File: config.mk
export PLATFORM = sky130hd
export DESIGN_NAME = peripheral_subsystem
export DESIGN_NICKNAME = d
export VERILOG_FILES = /design/src/hdl/periph_pkg.sv /design/src/hdl/obi_pkg.sv /design/src/hdl/peripheral_subsystem.sv /design/src/hdl/intr_ctrl.sv /design/src/hdl/uart_tx.sv /design/src/hdl/soc_ctrl.sv /design/src/hdl/periph_bus_bridge.sv
export VERILOG_INCLUDE_DIRS = /design/src /design/src/include
export SDC_FILE = /design/constraint.sdc
export NUM_CORES = 1
export LEC_CHECK = 0
export ABC_AREA = 1
export BUFFER_PORTS_ARGS = -buffer_cell sky130_fd_sc_hd__buf_2
export CAP_MARGIN = 20
export CORE_MARGIN = 10
export CORE_UTILIZATION = 45
export DETAILED_ROUTE_END_ITERATION = 16
export GPL_TIMING_DRIVEN = 1
export MAX_ROUTING_LAYER = met4
export PLACE_DENSITY = 0.65
export SETUP_SLACK_MARGIN = 0.3
export SYNTH_ARGS = -nofsm -noshare
export SYNTH_HDL_FRONTEND = slang
export SYNTH_SLANG_ARGS = --single-unit
File: constraint.sdc
create_clock -name clk_i -period 3.9 [get_ports clk_i]
set_input_delay 0.195 -clock clk_i [delete_from_list [all_inputs] [get_ports clk_i]]
set_output_delay 0.195 -clock clk_i [all_outputs]
set_load 0.01 [all_outputs]
File: src/include/periph_consts.svh
/*
 * Peripheral subsystem constants: address windows, register offsets and sizes
 */
`ifndef PERIPH_CONSTS_SVH
`define PERIPH_CONSTS_SVH

`define PERIPH_ADDR_W 32
`define PERIPH_DATA_W 32
`define PERIPH_SEL_LSB 12

// Window numbers in address bits 15:12
`define SOC_CTRL_WIN 4'd0
`define UART_WIN 4'd1
`define INTR_WIN 4'd2
`define EXT_WIN 4'd3

`define SOC_EXIT_VALID_OFS 12'h000
`define SOC_EXIT_VALUE_OFS 12'h004
`define SOC_SCRATCH_OFS 12'h008

`define UART_TXDATA_OFS 12'h000
`define UART_STATUS_OFS 12'h004
`define UART_DIV_OFS 12'h008
`define UART_DIV_RESET 16'd4

`define INTR_PENDING_OFS 12'h000
`define INTR_ENABLE_OFS 12'h004
`define INTR_CLAIM_OFS 12'h008
`define INTR_MSIP_OFS 12'h00C
`define INTR_NUM_SRC 8

`define EXT_NINTR 6

`endif
File: src/hdl/periph_pkg.sv
/*
 * Register-bus types, peripheral select and FSM state encodings
 */
`include "periph_consts.svh"

package periph_pkg;

  typedef logic [`PERIPH_SEL_LSB-1:0] reg_addr_t;
  typedef logic [`PERIPH_DATA_W-1:0] reg_data_t;

  typedef logic [`INTR_NUM_SRC-1:0] intr_vec_t;
  typedef logic [$clog2(`INTR_NUM_SRC)-1:0] intr_id_t;

  typedef logic [15:0] uart_div_t;

  typedef enum logic [2:0] {
    SEL_SOC,
    SEL_UART,
    SEL_INTR,
    SEL_EXT,
    SEL_NONE
  } periph_sel_e;

  typedef enum logic [1:0] {
    UART_IDLE,
    UART_START,
    UART_DATA,
    UART_STOP
  } uart_state_e;

endpackage : periph_pkg

File: src/hdl/obi_pkg.sv
/*
 * OBI core-side bus types
 */
`include "periph_consts.svh"

package obi_pkg;

  // Core address and data words
  typedef logic [`PERIPH_ADDR_W-1:0] obi_addr_t;
  typedef logic [`PERIPH_DATA_W-1:0] obi_data_t;

endpackage : obi_pkg

File: src/hdl/peripheral_subsystem.sv
/*
 * Peripheral subsystem top: OBI bridge, system control, UART,
 * interrupt controller and an external register port
 */
`timescale 1ns/1ps
`include "periph_consts.svh"

module peripheral_subsystem (
  input  logic                   clk_i,
  input  logic                   rst_n_i,

  input  logic                   req_i,
  input  logic                   we_i,
  input  obi_pkg::obi_addr_t     addr_i,
  input  obi_pkg::obi_data_t     wdata_i,
  output logic                   gnt_o,
  output logic                   rvalid_o,
  output obi_pkg::obi_data_t     rdata_o,
  output logic                   err_o,

  output logic                   exit_valid_o,
  output periph_pkg::reg_data_t  exit_value_o,
  output logic                   uart_tx_o,
  output logic                   uart_tx_en_o,

  input  logic [`EXT_NINTR-1:0]  intr_ext_i,
  output logic                   irq_o,
  output logic                   msip_o,

  output logic                   ext_valid_o,
  output logic                   ext_we_o,
  output periph_pkg::reg_addr_t  ext_addr_o,
  output periph_pkg::reg_data_t  ext_wdata_o,
  input  periph_pkg::reg_data_t  ext_rdata_i
);

  periph_pkg::reg_addr_t reg_addr;
  logic                  reg_we;
  periph_pkg::reg_data_t reg_wdata;
  logic                  soc_valid;
  logic                  uart_valid;
  logic                  intr_valid;
  periph_pkg::reg_data_t soc_rdata;
  periph_pkg::reg_data_t uart_rdata;
  periph_pkg::reg_data_t intr_rdata;
  logic                  uart_tx_done;
  periph_pkg::intr_vec_t intr_vector;

  // Source 0 is reserved
  assign intr_vector = {intr_ext_i, uart_tx_done, 1'b0};

  assign ext_we_o    = reg_we;
  assign ext_addr_o  = reg_addr;
  assign ext_wdata_o = reg_wdata;

  periph_bus_bridge periph_bus_bridge_i (
    .clk_i,
    .rst_n_i,
    .req_i,
    .we_i,
    .addr_i,
    .wdata_i,
    .gnt_o,
    .rvalid_o,
    .rdata_o,
    .err_o,
    .reg_addr_o   (reg_addr),
    .reg_we_o     (reg_we),
    .reg_wdata_o  (reg_wdata),
    .soc_valid_o  (soc_valid),
    .uart_valid_o (uart_valid),
    .intr_valid_o (intr_valid),
    .ext_valid_o,
    .soc_rdata_i  (soc_rdata),
    .uart_rdata_i (uart_rdata),
    .intr_rdata_i (intr_rdata),
    .ext_rdata_i
  );

  soc_ctrl soc_ctrl_i (
    .clk_i,
    .rst_n_i,
    .reg_valid_i (soc_valid),
    .reg_we_i    (reg_we),
    .reg_addr_i  (reg_addr),
    .reg_wdata_i (reg_wdata),
    .reg_rdata_o (soc_rdata),
    .exit_valid_o,
    .exit_value_o
  );

  uart_tx uart_tx_i (
    .clk_i,
    .rst_n_i,
    .reg_valid_i    (uart_valid),
    .reg_we_i       (reg_we),
    .reg_addr_i     (reg_addr),
    .reg_wdata_i    (reg_wdata),
    .reg_rdata_o    (uart_rdata),
    .uart_tx_o,
    .uart_tx_en_o,
    .intr_tx_done_o (uart_tx_done)
  );

  intr_ctrl intr_ctrl_i (
    .clk_i,
    .rst_n_i,
    .reg_valid_i (intr_valid),
    .reg_we_i    (reg_we),
    .reg_addr_i  (reg_addr),
    .reg_wdata_i (reg_wdata),
    .reg_rdata_o (intr_rdata),
    .intr_src_i  (intr_vector),
    .irq_o,
    .msip_o
  );

endmodule : peripheral_subsystem

File: src/hdl/intr_ctrl.sv
/*
 * Interrupt gateway with pending, enable, claim/complete and software interrupt
 */
`timescale 1ns/1ps
`include "periph_consts.svh"

module intr_ctrl (
  input  logic                   clk_i,
  input  logic                   rst_n_i,
  input  logic                   reg_valid_i,
  input  logic                   reg_we_i,
  input  periph_pkg::reg_addr_t  reg_addr_i,
  input  periph_pkg::reg_data_t  reg_wdata_i,
  output periph_pkg::reg_data_t  reg_rdata_o,
  input  periph_pkg::intr_vec_t  intr_src_i,
  output logic                   irq_o,
  output logic                   msip_o
);

  periph_pkg::intr_vec_t pending_q;
  periph_pkg::intr_vec_t pending_d;
  periph_pkg::intr_vec_t in_service_q;
  periph_pkg::intr_vec_t enable_q;
  periph_pkg::intr_id_t  claim_id;
  logic                  msip_q;
  logic                  wr;
  logic                  claim_rd;

  assign wr       = reg_valid_i && reg_we_i;
  assign claim_rd = reg_valid_i && !reg_we_i && (reg_addr_i == `INTR_CLAIM_OFS);

  // Lowest pending and enabled source wins
  always_comb begin
    claim_id = '0;
    for (int i = `INTR_NUM_SRC - 1; i > 0; i--) begin
      if (pending_q[i] && enable_q[i]) claim_id = periph_pkg::intr_id_t'(i);
    end
  end

  always_comb begin
    pending_d    = pending_q | (intr_src_i & ~in_service_q);
    pending_d[0] = 1'b0;
    if (claim_rd) pending_d[claim_id] = 1'b0;
  end

  always_ff @(posedge clk_i) begin
    if (!rst_n_i) begin
      pending_q    <= '0;
      in_service_q <= '0;
      enable_q     <= '0;
      msip_q       <= 1'b0;
    end else begin
      pending_q <= pending_d;
      if (claim_rd && claim_id != '0) begin
        in_service_q[claim_id] <= 1'b1;
      end
      if (wr) begin
        case (reg_addr_i)
          `INTR_ENABLE_OFS: enable_q <= reg_wdata_i[`INTR_NUM_SRC-1:0];
          `INTR_CLAIM_OFS:  in_service_q[reg_wdata_i[$bits(claim_id)-1:0]] <= 1'b0;
          `INTR_MSIP_OFS:   msip_q <= reg_wdata_i[0];
          default: ;
        endcase
      end
    end
  end

  always_comb begin
    reg_rdata_o = '0;
    case (reg_addr_i)
      `INTR_PENDING_OFS: reg_rdata_o[`INTR_NUM_SRC-1:0]   = pending_q;
      `INTR_ENABLE_OFS:  reg_rdata_o[`INTR_NUM_SRC-1:0]   = enable_q;
      `INTR_CLAIM_OFS:   reg_rdata_o[$bits(claim_id)-1:0] = claim_id;
      `INTR_MSIP_OFS:    reg_rdata_o[0]                   = msip_q;
      default:           reg_rdata_o                      = '0;
    endcase
  end

  assign irq_o  = |(pending_q & enable_q);
  assign msip_o = msip_q;

endmodule : intr_ctrl

File: src/hdl/uart_tx.sv
/*
 * Transmit-only 8N1 UART with programmable bit divider and done interrupt
 */
`timescale 1ns/1ps
`include "periph_consts.svh"

module uart_tx (
  input  logic                   clk_i,
  input  logic                   rst_n_i,
  input  logic                   reg_valid_i,
  input  logic                   reg_we_i,
  input  periph_pkg::reg_addr_t  reg_addr_i,
  input  periph_pkg::reg_data_t  reg_wdata_i,
  output periph_pkg::reg_data_t  reg_rdata_o,
  output logic                   uart_tx_o,
  output logic                   uart_tx_en_o,
  output logic                   intr_tx_done_o
);

  periph_pkg::uart_state_e state_q;
  periph_pkg::uart_div_t   div_q;
  periph_pkg::uart_div_t   bit_div_q;
  periph_pkg::uart_div_t   cnt_q;
  logic [7:0]              shift_q;
  logic [2:0]              bit_idx_q;
  logic                    done_q;
  logic                    wr;
  logic                    start;
  logic                    bit_end;

  assign wr      = reg_valid_i && reg_we_i;
  assign start   = wr && (reg_addr_i == `UART_TXDATA_OFS) && (state_q == periph_pkg::UART_IDLE);
  assign bit_end = (cnt_q == bit_div_q - 16'd1);

  always_ff @(posedge clk_i) begin
    if (!rst_n_i) begin
      state_q   <= periph_pkg::UART_IDLE;
      div_q     <= `UART_DIV_RESET;
      cnt_q     <= '0;
      bit_idx_q <= '0;
      done_q    <= 1'b0;
    end else begin
      if (wr && reg_addr_i == `UART_DIV_OFS) begin
        div_q <= reg_wdata_i[15:0];
      end
      if (wr && reg_addr_i == `UART_STATUS_OFS && reg_wdata_i[1]) begin
        done_q <= 1'b0;
      end
      if (state_q != periph_pkg::UART_IDLE) begin
        cnt_q <= bit_end ? '0 : cnt_q + 16'd1;
      end
      case (state_q)
        periph_pkg::UART_IDLE: begin
          cnt_q <= '0;
          if (start) state_q <= periph_pkg::UART_START;
        end
        periph_pkg::UART_START: begin
          bit_idx_q <= '0;
          if (bit_end) state_q <= periph_pkg::UART_DATA;
        end
        periph_pkg::UART_DATA: begin
          if (bit_end) begin
            bit_idx_q <= bit_idx_q + 3'd1;
            if (bit_idx_q == 3'd7) state_q <= periph_pkg::UART_STOP;
          end
        end
        periph_pkg::UART_STOP: begin
          if (bit_end) begin
            state_q <= periph_pkg::UART_IDLE;
            // Set wins over a same-cycle clear
            done_q  <= 1'b1;
          end
        end
        default: state_q <= periph_pkg::UART_IDLE;
      endcase
    end
  end

  // Divider is sampled at frame start, zero acts as one
  always_ff @(posedge clk_i) begin
    if (start) begin
      shift_q   <= reg_wdata_i[7:0];
      bit_div_q <= (div_q == '0) ? 16'd1 : div_q;
    end else if (state_q == periph_pkg::UART_DATA && bit_end) begin
      shift_q <= shift_q >> 1;
    end
  end

  always_comb begin
    case (state_q)
      periph_pkg::UART_START: uart_tx_o = 1'b0;
      periph_pkg::UART_DATA:  uart_tx_o = shift_q[0];
      default:                uart_tx_o = 1'b1;
    endcase
  end

  assign uart_tx_en_o   = (state_q != periph_pkg::UART_IDLE);
  assign intr_tx_done_o = done_q;

  always_comb begin
    reg_rdata_o = '0;
    case (reg_addr_i)
      `UART_STATUS_OFS: reg_rdata_o[1:0]  = {done_q, uart_tx_en_o};
      `UART_DIV_OFS:    reg_rdata_o[15:0] = div_q;
      default:          reg_rdata_o       = '0;
    endcase
  end

endmodule : uart_tx

File: src/hdl/soc_ctrl.sv
/*
 * System control registers: exit flag, exit value and scratch word
 */
`timescale 1ns/1ps
`include "periph_consts.svh"

module soc_ctrl (
  input  logic                   clk_i,
  input  logic                   rst_n_i,
  input  logic                   reg_valid_i,
  input  logic                   reg_we_i,
  input  periph_pkg::reg_addr_t  reg_addr_i,
  input  periph_pkg::reg_data_t  reg_wdata_i,
  output periph_pkg::reg_data_t  reg_rdata_o,
  output logic                   exit_valid_o,
  output periph_pkg::reg_data_t  exit_value_o
);

  logic                  exit_valid_q;
  periph_pkg::reg_data_t exit_value_q;
  periph_pkg::reg_data_t scratch_q;
  logic                  wr;

  assign wr = reg_valid_i && reg_we_i;

  always_ff @(posedge clk_i) begin
    if (!rst_n_i) begin
      exit_valid_q <= 1'b0;
      exit_value_q <= '0;
      scratch_q    <= '0;
    end else if (wr) begin
      case (reg_addr_i)
        `SOC_EXIT_VALID_OFS: exit_valid_q <= reg_wdata_i[0];
        `SOC_EXIT_VALUE_OFS: exit_value_q <= reg_wdata_i;
        `SOC_SCRATCH_OFS:    scratch_q    <= reg_wdata_i;
        default: ;
      endcase
    end
  end

  always_comb begin
    reg_rdata_o = '0;
    case (reg_addr_i)
      `SOC_EXIT_VALID_OFS: reg_rdata_o[0] = exit_valid_q;
      `SOC_EXIT_VALUE_OFS: reg_rdata_o    = exit_value_q;
      `SOC_SCRATCH_OFS:    reg_rdata_o    = scratch_q;
      default:             reg_rdata_o    = '0;
    endcase
  end

  assign exit_valid_o = exit_valid_q;
  assign exit_value_o = exit_value_q;

endmodule : soc_ctrl

File: src/hdl/periph_bus_bridge.sv
/*
 * OBI to register-bus bridge: registers each request, decodes its window
 * and strobes one peripheral in the response cycle
 */
`timescale 1ns/1ps
`include "periph_consts.svh"

module periph_bus_bridge (
  input  logic                   clk_i,
  input  logic                   rst_n_i,

  input  logic                   req_i,
  input  logic                   we_i,
  input  obi_pkg::obi_addr_t     addr_i,
  input  obi_pkg::obi_data_t     wdata_i,
  output logic                   gnt_o,
  output logic                   rvalid_o,
  output obi_pkg::obi_data_t     rdata_o,
  output logic                   err_o,

  output periph_pkg::reg_addr_t  reg_addr_o,
  output logic                   reg_we_o,
  output periph_pkg::reg_data_t  reg_wdata_o,

  output logic                   soc_valid_o,
  output logic                   uart_valid_o,
  output logic                   intr_valid_o,
  output logic                   ext_valid_o,

  input  periph_pkg::reg_data_t  soc_rdata_i,
  input  periph_pkg::reg_data_t  uart_rdata_i,
  input  periph_pkg::reg_data_t  intr_rdata_i,
  input  periph_pkg::reg_data_t  ext_rdata_i
);

  localparam int WIN_MSB = `PERIPH_SEL_LSB + 3;

  periph_pkg::periph_sel_e sel_d;
  periph_pkg::periph_sel_e sel_q;
  logic                    valid_q;
  logic                    we_q;
  periph_pkg::reg_addr_t   addr_q;
  periph_pkg::reg_data_t   wdata_q;
  periph_pkg::reg_data_t   rdata_mux;

  // Never stalls
  assign gnt_o = req_i;

  always_comb begin
    sel_d = periph_pkg::SEL_NONE;
    if (addr_i[`PERIPH_ADDR_W-1:WIN_MSB+1] == '0) begin
      case (addr_i[WIN_MSB:`PERIPH_SEL_LSB])
        `SOC_CTRL_WIN: sel_d = periph_pkg::SEL_SOC;
        `UART_WIN:     sel_d = periph_pkg::SEL_UART;
        `INTR_WIN:     sel_d = periph_pkg::SEL_INTR;
        `EXT_WIN:      sel_d = periph_pkg::SEL_EXT;
        default:       sel_d = periph_pkg::SEL_NONE;
      endcase
    end
  end

  always_ff @(posedge clk_i) begin
    if (!rst_n_i) begin
      valid_q <= 1'b0;
    end else begin
      valid_q <= req_i && gnt_o;
    end
  end

  always_ff @(posedge clk_i) begin
    if (req_i && gnt_o) begin
      sel_q   <= sel_d;
      we_q    <= we_i;
      addr_q  <= addr_i[`PERIPH_SEL_LSB-1:0];
      wdata_q <= wdata_i;
    end
  end

  assign reg_addr_o  = addr_q;
  assign reg_we_o    = we_q;
  assign reg_wdata_o = wdata_q;

  // One strobe in the response cycle
  assign soc_valid_o  = valid_q && (sel_q == periph_pkg::SEL_SOC);
  assign uart_valid_o = valid_q && (sel_q == periph_pkg::SEL_UART);
  assign intr_valid_o = valid_q && (sel_q == periph_pkg::SEL_INTR);
  assign ext_valid_o  = valid_q && (sel_q == periph_pkg::SEL_EXT);

  always_comb begin
    case (sel_q)
      periph_pkg::SEL_SOC:  rdata_mux = soc_rdata_i;
      periph_pkg::SEL_UART: rdata_mux = uart_rdata_i;
      periph_pkg::SEL_INTR: rdata_mux = intr_rdata_i;
      periph_pkg::SEL_EXT:  rdata_mux = ext_rdata_i;
      default:              rdata_mux = '0;
    endcase
  end

  assign rvalid_o = valid_q;
  assign rdata_o  = we_q ? '0 : rdata_mux;
  assign err_o    = valid_q && (sel_q == periph_pkg::SEL_NONE);

endmodule : periph_bus_bridge

==> results of run 1 <==
## critical path, stage by stage (launching register included)
cell	delay [ps]
edfxtp_1	390
nor2_1	130
nand2_1	120
nor2_2	290
nand3_1	310
buf_4	340
clkinv_1	260
nand3_1	130
nand2_1	90
a21oi_1	40
a21oi_1	140
buf_2	170
## state kept, by name (all words and copies together) (netlist names)
register / cells
intr_ctrl_i.enable_q: 8
intr_ctrl_i.in_service_q: 7
intr_ctrl_i.msip_o: 1
intr_ctrl_i.pending_q: 7
periph_bus_bridge_i.reg_addr_o: 12
periph_bus_bridge_i.reg_wdata_o: 32
periph_bus_bridge_i.reg_we_o: 1
periph_bus_bridge_i.rvalid_o: 1
periph_bus_bridge_i.sel_q: 3
soc_ctrl_i.exit_valid_o: 1
soc_ctrl_i.exit_value_o: 32
soc_ctrl_i.scratch_q: 32
uart_tx_i.bit_div_q: 16
uart_tx_i.bit_idx_q: 3
uart_tx_i.cnt_q: 16
uart_tx_i.div_q: 16
uart_tx_i.intr_tx_done_o: 1
uart_tx_i.shift_q: 8
uart_tx_i.state_q: 2
## power breakdown
| group | internal [mW] | switching (mW) |
|---|---|---|
| Clock | 0.863 | 0.891 |
| Combinational | 0.151 | 0.223 |
| Sequential | 2.20 | 0.0578 |
## layout by cell type, fill, tap and decap left out, drive strengths merged, types with 33 or more instances in the layout
master / count
nand2: 153
a21oi: 120
dfxtp: 127
nand3: 40
buf: 233
inv: 183
edfxtp: 72
o21ai: 101
dlygate4sd3: 45
o22ai: 33
nor2: 114
## kinds of logic (layout without fill, tap and decap cells)
| kind of cell | count (synthesis) | count (layout) | synth area share |
|---|---|---|---|
| compound gates | 310 | 310 | 0.192 |
| xor+xnor | 18 | 18 | 0.0170 |
| fa+ha+maj | 8 | 8 | 0.0108 |
| buf+inv | 244 | 488 | 0.102 |
| flops | 199 | 199 | 0.508 |
| other cells | 0 | 3 | 0 |
| simple gates | 351 | 351 | 0.171 |
## final cells by class
type | count | area, µm² | share of cell area
Antenna cell | 3 | 7.51 | 0.000649
Clock inverter | 13 | 153 | 0.0132
Timing Repair Buffer | 278 | 1640 | 0.142
Tap cell | 270 | 338 | 0.0292
Inverter | 178 | 668 | 0.0577
Sequential cell | 199 | 4700 | 0.407
Multi-Input combinational cell | 687 | 3630 | 0.313
Clock buffer | 19 | 433 | 0.0374
## how the worst min path moves through the flow
| stage | to | slack, ps |
|---|---|---|
| 6_report | intr_ctrl_i.pending_q[5]$_SDFF_PN0_ | 30 |
| 5_1_grt | intr_ctrl_i.pending_q[5]$_SDFF_PN0_ | 50 |
| 4_1_cts | intr_ctrl_i.pending_q[5]$_SDFF_PN0_ | 20 |
| 3_5_place_dp | periph_bus_bridge_i.reg_wdata_o[24]$_DFFE_PP_ | 370 |
| 3_3_place_gp | periph_bus_bridge_i.reg_wdata_o[25]$_DFFE_PP_ | 370 |
| 2_1_floorplan | periph_bus_bridge_i.rvalid_o$_SDFF_PN0_ | 290 |
## per-layer routing
metal  track usage  vias up
met3        0.0657       29
met1         0.268     3968
met4        0.0593        0
li1              -     4257
met2         0.350      330
met5             -        -
==> flow_summary.json, run 1 <==
{
  "fp-row-count": 52,
  "cts_tree": "yes",
  "synth_enable_flop_cells": 72,
  "post-dp-hpwl_mm": 21.8,
  "total_power_mw": 4.38,
  "grt.total_usage": 0.221,
  "ys_seq_area_frac": 0.508,
  "cp_max_fo": 25,
  "r2r_end": "uart_tx_i.shift_q[3]$_DFFE_PP_",
  "clock_path_buffers": 2,
  "port_buffers": 223,
  "r2r_setup_slack_ps": 1110,
  "drtAntennaViolNets": 0,
  "yosysTopAreaCellShare": 0.274,
  "postLayoutCoreUtil": 0.572,
  "cts_setup_buffers": 0,
  "maxSlewViolCount": 0,
  "routed.top_layer": "met4",
  "ir_drop_mv": 0.325,
  "coreArea_mm2": 0.0202,
  "wl_met2_mm": 14.1,
  "place_area_mm2": 0.0105,
  "overflow": 0,
  "fin_area_mm2": 0.0116,
  "crit_arrival_ps": 2860,
  "rsz0062_at_grt": "no",
  "die_h_um": 163,
  "outcome": "completed",
  "slew_headroom": 0.345,
  "first_global_vias": 8321,
  "cp-endpoint": "rdata_o[1]",
  "final_cells": 1647,
  "syn-instance-count": 1130,
  "drt-total-wl_mm": 29.5,
  "finalSetupTns_ps": 0,
  "start_util": 0.458,
  "max_freq_mhz": 327,
  "grt_max_degree": 92,
  "criticalPathCategory": "flop to primary output",
  "ctsHoldBuffers": 45,
  "viasPerCell": 5.21,
  "place_ws_ps": 1120,
  "setup_viol": 0,
  "min_period_over_period": 0.784,
  "synth_most_common_cell": "inv_1",
  "synth_area_mm2": 0.00927,
  "worst_hold_path_type": "input port to flop",
  "synthArstFlopShare": 0,
  "powerDensity_mw_per_mm2": 379,
  "synth_ff_type": "dfxtp_1",
  "worst_pin_slew_ps": 980,
  "die_w_um": 163,
  "cts_root_buf": "clkbuf_16",
  "fp.dieArea_mm2": 0.0267,
  "post_synth_num_cell_types": 47,
  "antenna_found_initial": 3,
  "fillers": 1848,
  "syn_avg_cell_area_um2": 8.20,
  "required_ps": 3700,
  "wire_per_inst_um": 17.9,
  "end_kind": "primary output",
  "hold_start": "intr_ext_i[3]",
  "ios": 224,
  "yosys-top-cells-area": "dfxtp_1, edfxtp_1, inv_1",
  "setup_ws_ps": 843,
  "fin_hold_ws_ps": 30.0,
  "cts_buffers": 17,
  "synthTopCellsByCount": "inv_1, nand2_1, dfxtp_1",
  "clkTransAtPathRegs_ps": 80,
  "nets": 1475,
  "yosysTopAreaCell": "dfxtp_1",
  "via_count": 8584,
  "maxCapViolations": 0,
  "power_leakage_nw": 4.61,
  "synth-seq-cells": 199,
  "drive_above_1_share": 0.218,
  "hold_violations": 0,
  "rr_worst_depth": 10,
  "skew_ps": 14.1,
  "clk_latency_ps": 450,
  "dr_wl_met3_mm": 2.37,
  "startpoint": "periph_bus_bridge_i.reg_addr_o[5]$_DFFE_PP_",
  "htree_levels": 4,
  "post_cts_resized": 0,
  "yosys_warnings": 0,
  "drt-pass1-iter-count": 8,
  "drc": 0,
  "syn_nets": 1244,
  "dp_cells": 1567,
  "drtIter0Drc": 628,
  "fin_crit_ps": 3060,
  "reg2reg_from": "periph_bus_bridge_i.reg_addr_o[5]$_DFFE_PP_",
  "worstSetupStartpointType": "flop",
  "grt_pass1_wl_mm": 45.1,
  "whs_path_depth": 3,
  "gp_congestion": 0.911,
  "syn_to_final_growth_pct": 24.9,
  "cts_sinks": 199,
  "met1Wirelength_mm": 12.5
}
Power figures use the tool's default switching activity.
==> run 2, diff against run 1 <==
--- a/config.mk
+++ b/config.mk
@@ -14,7 +14,7 @@
 export DETAILED_ROUTE_END_ITERATION = 16
 export GPL_TIMING_DRIVEN = 1
 export MAX_ROUTING_LAYER = met4
-export PLACE_DENSITY = 0.65
+export PLACE_DENSITY = 0.68
 export SETUP_SLACK_MARGIN = 0.3
 export SYNTH_ARGS = -nofsm -noshare
 export SYNTH_HDL_FRONTEND = slang
==> constraint.sdc (replaced) <==
create_clock -name clk_i -period 2.45 [get_ports clk_i]
set_input_delay 0.1225 -clock clk_i [delete_from_list [all_inputs] [get_ports clk_i]]
set_output_delay 0.1225 -clock clk_i [all_outputs]
set_load 0.01 [all_outputs]
==> flow_summary.json, run 2 (synthesis results as in run 1) <==
{
  "hold_violations": 0,
  "power_leakage_nw": 4.95,
  "nets": 1525,
  "place_ws_ps": 115,
  "layout_commonest_cell": "buf_2",
  "grt.total_usage": 0.226,
  "antenna_found_initial": 0,
  "outcome": "completed",
  "worst_pin_slew_ps": 803,
  "syn_to_final_growth_pct": 35.3,
  "die_h_um": 163,
  "fin_crit_ps": 2450,
  "drt-pass1-iter-count": 8,
  "die_w_um": 163,
  "clkTransAtPathRegs_ps": 80,
  "ios": 224,
  "min_period_over_period": 0.998,
  "maxCapViolations": 0,
  "worstSetupStartpointType": "flop",
  "setup_ws_ps": 4.84,
  "fp.dieArea_mm2": 0.0267,
  "final_cell_mix": "buf_2, inv_1, nand2_1, dfxtp_1, a21oi_1",
  "wire_per_inst_um": 18.2,
  "regArea_mm2": 0.00470,
  "fillers": 1717,
  "drt-total-wl_mm": 30.9,
  "cts_sinks": 199,
  "ir_drop_mv": 0.490,
  "rsz0062_at_grt": "yes",
  "slew_headroom": 0.465,
  "post-dp-hpwl_mm": 21.6,
  "drtIter0Drc": 679,
  "skew_ps": 18.8,
  "drtAntennaViolNets": 0,
  "drc": 0,
  "cts_buffers": 17,
  "via_count": 8820,
  "port_buffers": 223,
  "criticalPathCategory": "flop to primary output",
  "max_freq_mhz": 409,
  "crit_arrival_ps": 2320,
  "reg2reg_from": "periph_bus_bridge_i.reg_addr_o[8]$_DFFE_PP_",
  "setup_viol": 0,
  "clk_latency_ps": 450,
  "powerDensity_mw_per_mm2": 566,
  "maxSlewViolCount": 0,
  "multi_input_area_mm2": 0.00401,
  "diodes": 0,
  "coreArea_mm2": 0.0202,
  "hold_start": "intr_ext_i[1]",
  "cts_tree": "yes",
  "r2r_setup_slack_ps": 270,
  "viasPerCell": 5.21,
  "gp_congestion": 0.934,
  "r2r_end": "uart_tx_i.bit_div_q[7]$_SDFFCE_PN0P_",
  "cp_max_fo": 10,
  "first_global_vias": 8594,
  "worst_hold_path_type": "input port to flop",
  "required_ps": 2330,
  "fp-row-count": 52,
  "clock_path_buffers": 2,
  "finalSetupTns_ps": 0,
  "drive_above_1_share": 0.296,
  "whs_path_depth": 3,
  "grt_pass1_wl_mm": 46.6,
  "cts_root_buf": "clkbuf_16",
  "postLayoutCoreUtil": 0.619,
  "start_util": 0.458,
  "overflow": 0,
  "rr_worst_depth": 11,
  "hold_path_end": "intr_ctrl_i.pending_q[3]$_SDFF_PN0_",
  "grt_max_degree": 65,
  "htree_levels": 4,
  "end_kind": "primary output"
}
==> run 2: final cells by class <==
class                   instances  share of cell area
clock buffers                  17              0.0339
clock inverters                15              0.0152
inverters                     178              0.0555
multi-input cells             687               0.320
flip-flops and latches        199               0.375
well taps                     270              0.0270
repair buffers                326               0.172
repair inverters                2             0.00120
==> run 2: metrics by stage <==
stage                     hold slack (ps)  total power, mW  std cells  area, µm²
after floorplan                       220             3.91       1130       9280
after global routing                 23.2             7.32       1694      12500
after CTS                           0.295             7.10       1673      12000
after global placement                299             4.21       1576      10600
after detailed placement              301             4.21       1576      10600
final                                13.5             7.09       1694      12500
==> run 2: layer usage <==
| metal | up-vias | wire [µm] | track usage |
|---|---|---|---|
| met5 | - | 0 | - |
| met1 | 4059 | 12700 | 0.274 |
| met3 | 55 | 2680 | 0.0637 |
| li1 | 4355 | - | - |
| met2 | 351 | 14800 | 0.356 |
| met4 | 0 | 789 | 0.0792 |
==> run 2: worst max-delay path, stage by stage (launching register included) <==
cell and delay [ps]:
edfxtp_1 420, nor2_2 140, nand2_2 100, nor2_4 180, nand3_2 130, buf_4 200, clkinv_4 110, nand3_1 110
nand2_1 90, a21oi_1 50, a21oi_2 180, buf_2 160
==> run 2: power breakdown <==
| group | total (mW) | internal [mW] | switching (mW) |
|---|---|---|---|
| clock network | 2.85 | 1.38 | 1.46 |
| registers | 3.59 | 3.50 | 0.0934 |
| logic | 0.653 | 0.267 | 0.386 |
| total | 7.09 | 5.15 | 1.94 |
==> run 2: repair_timing <==
item                       in CTS  in global routing
hold endpoints to repair       51                  0
gates resized for setup        38                100
pin swaps                      17                 31
gates cloned                    0                  4
setup endpoints to repair     110                162
hold buffers                   51                  0
setup buffers                  14                 17
==> run 2: worst max-delay path by stage <==
stage / from / end / slack (ps) / cells after the start
6_report: periph_bus_bridge_i.reg_addr_o[8]$_DFFE_PP_ / rdata_o[1] / 5 / 11
2_1_floorplan: periph_bus_bridge_i.reg_addr_o[11]$_DFFE_PP_ / uart_tx_i.shift_q[0]$_DFFE_PP_ / 120 / 10
4_1_cts: periph_bus_bridge_i.reg_addr_o[5]$_DFFE_PP_ / rdata_o[4] / -10 / 11
3_3_place_gp: uart_tx_i.bit_div_q[0]$_SDFFCE_PN1P_ / uart_tx_i.shift_q[7]$_SDFFCE_PN0P_ / 160 / 12
3_5_place_dp: uart_tx_i.bit_div_q[0]$_SDFFCE_PN1P_ / uart_tx_i.shift_q[7]$_SDFFCE_PN0P_ / 120 / 12
5_1_grt: periph_bus_bridge_i.reg_addr_o[8]$_DFFE_PP_ / rdata_o[1] / -120 / 11
==> run 3, diff against run 2 <==
--- a/config.mk
+++ b/config.mk
@@ -10,11 +10,11 @@
 export BUFFER_PORTS_ARGS = -buffer_cell sky130_fd_sc_hd__buf_2
 export CAP_MARGIN = 20
 export CORE_MARGIN = 10
-export CORE_UTILIZATION = 45
+export CORE_UTILIZATION = 28
 export DETAILED_ROUTE_END_ITERATION = 16
 export GPL_TIMING_DRIVEN = 1
 export MAX_ROUTING_LAYER = met4
-export PLACE_DENSITY = 0.68
+export PLACE_DENSITY = 0.45
 export SETUP_SLACK_MARGIN = 0.3
 export SYNTH_ARGS = -nofsm -noshare
 export SYNTH_HDL_FRONTEND = slang
==> flow_summary.json, run 3 (synthesis results as in run 1) <==
{
  "outcome": "complete, but fails checks",
  "violations": "negative setup slack",
  "syn_to_final_growth_pct": 41.8,
  "place_area_mm2": 0.0110,
  "ios": 224,
  "criticalPathCategory": "flop to primary output",
  "post-dp-hpwl_mm": 24.9,
  "min_period_over_period": 1.02,
  "drtIter0Drc": 496,
  "first_global_vias": 9020,
  "power_leakage_nw": 5.09,
  "viasPerCell": 4.64,
  "coreArea_mm2": 0.0326,
  "end_kind": "primary output",
  "ir_drop_mv": 0.478,
  "rr_worst_depth": 11,
  "fin_area_mm2": 0.0131,
  "nets": 1539,
  "slew_headroom": 0.464,
  "total_power_mw": 7.47,
  "overflow": 0,
  "die_h_um": 202,
  "fillers": 3297,
  "drtAntennaViolNets": 0,
  "layout_commonest_cell": "buf_2",
  "start_util": 0.284,
  "htree_levels": 4,
  "maxSlewViolCount": 0,
  "dp_cells": 1758,
  "final_cell_mix": "buf_2, inv_1, nand2_1, dfxtp_1, a21oi_1",
  "setup_viol": 2,
  "powerDensity_mw_per_mm2": 568,
  "antenna_found_initial": 2,
  "hold_violations": 0,
  "drt-total-wl_mm": 34.0,
  "gp_congestion": 0.822,
  "cts_tree": "yes",
  "die_w_um": 202,
  "drt-pass1-iter-count": 4,
  "r2r_end": "uart_tx_i.shift_q[1]$_DFFE_PP_",
  "final_cells": 1882,
  "r2r_setup_slack_ps": 270,
  "grt.total_usage": 0.167,
  "worst_pin_slew_ps": 803,
  "via_count": 8729,
  "worst_hold_path_type": "input port to flop",
  "worstSetupStartpointType": "flop",
  "port_buffers": 223,
  "cp_max_fo": 5,
  "fp.dieArea_mm2": 0.0408,
  "required_ps": 2330,
  "skew_ps": 16.8,
  "reg2reg_from": "periph_bus_bridge_i.reg_addr_o[1]$_DFFE_PP_",
  "fp-row-count": 66,
  "clk_latency_ps": 450,
  "drc": 0,
  "rsz0062_at_grt": "yes",
  "cts_sinks": 199,
  "maxCapViolations": 0,
  "cts_buffers": 17,
  "startpoint": "periph_bus_bridge_i.reg_addr_o[1]$_DFFE_PP_",
  "max_freq_mhz": 400,
  "drive_above_1_share": 0.305,
  "cts_root_buf": "clkbuf_16",
  "crit_arrival_ps": 2380,
  "wire_per_inst_um": 18.0,
  "cp-endpoint": "rdata_o[0]",
  "clkTransAtPathRegs_ps": 80,
  "fin_hold_ws_ps": 27.6,
  "grt_max_degree": 65,
  "grt_pass1_wl_mm": 51.7,
  "clock_path_buffers": 2,
  "setup_ws_ps": -48.4,
  "finalSetupTns_ps": -52.0,
  "fin_crit_ps": 2500
}
==> run 3: power by group <==
group          switching, mW  internal (mW)  leakage (nW)
Clock                   1.50           1.68         0.313
Sequential            0.0988           3.50          1.66
Combinational          0.410          0.283          3.12
Total                   2.00           5.46          5.09
==> run 3: how the worst min path moves through the flow <==
stage / start / to / slack (ps) / cells after the start
floorplan: req_i / periph_bus_bridge_i.rvalid_o$_SDFF_PN0_ / 220 / 2
global placement: addr_i[8] / periph_bus_bridge_i.reg_addr_o[8]$_DFFE_PP_ / 300 / 1
detailed placement: wdata_i[14] / periph_bus_bridge_i.reg_wdata_o[14]$_DFFE_PP_ / 300 / 1
CTS: intr_ext_i[5] / intr_ctrl_i.pending_q[7]$_SDFF_PN0_ / 6 / 3
global route: intr_ext_i[4] / intr_ctrl_i.pending_q[6]$_SDFF_PN0_ / 30 / 3
finish: intr_ext_i[4] / intr_ctrl_i.pending_q[6]$_SDFF_PN0_ / 30 / 3
==> run 3: layer usage <==
| layer | vias to the layer above | part of all wire | wire length, µm | global-route usage |
|---|---|---|---|---|
| met2 | 224 | 0.48 | 16300 | 0.270 |
| met5 | - | 0 | 0 | - |
| met4 | 0 | 0.019 | 646 | 0.0448 |
| li1 | 4398 | - | - | - |
| met3 | 33 | 0.050 | 1690 | 0.0419 |
| met1 | 4074 | 0.45 | 15300 | 0.203 |
==> run 3: cell type report <==
cell class,instances,area [µm²],share of cell area
flip-flops and latches,199,4700,0.358
multi-input cells,687,4150,0.316
repair buffers,342,2390,0.182
inverters,178,678,0.0516
well taps,442,553,0.0421
clock buffers,17,425,0.0324
clock inverters,15,233,0.0177
diodes,2,5.00,0.000381
==> run 3: through the flow <==
stage               worst slack, ps   util
floorplan                       122      -
global placement                107  0.336
detailed placement             90.9  0.336
CTS                           -42.3  0.391
global route                   -156  0.403
finish                        -48.4  0.403
==> run 3: timing repair <==
action,4_1_cts,5_1_grt
resized for setup,80,52
hold endpoints to repair,51,0
hold buffers,51,0
pin swaps,26,21
buffers inserted,19,15
cloned,2,3
setup endpoints to repair,79,128
==> run 3: worst max-delay path, stage by stage, from the launching register on <==
cell and delay, ps:
edfxtp_1 390, or2_4 320, nor3_4 200, nand2_1 270, o22ai_1 210, nand2_1 110, nand2_1 70, a21oi_1 40
a21oi_1 160, buf_2 160
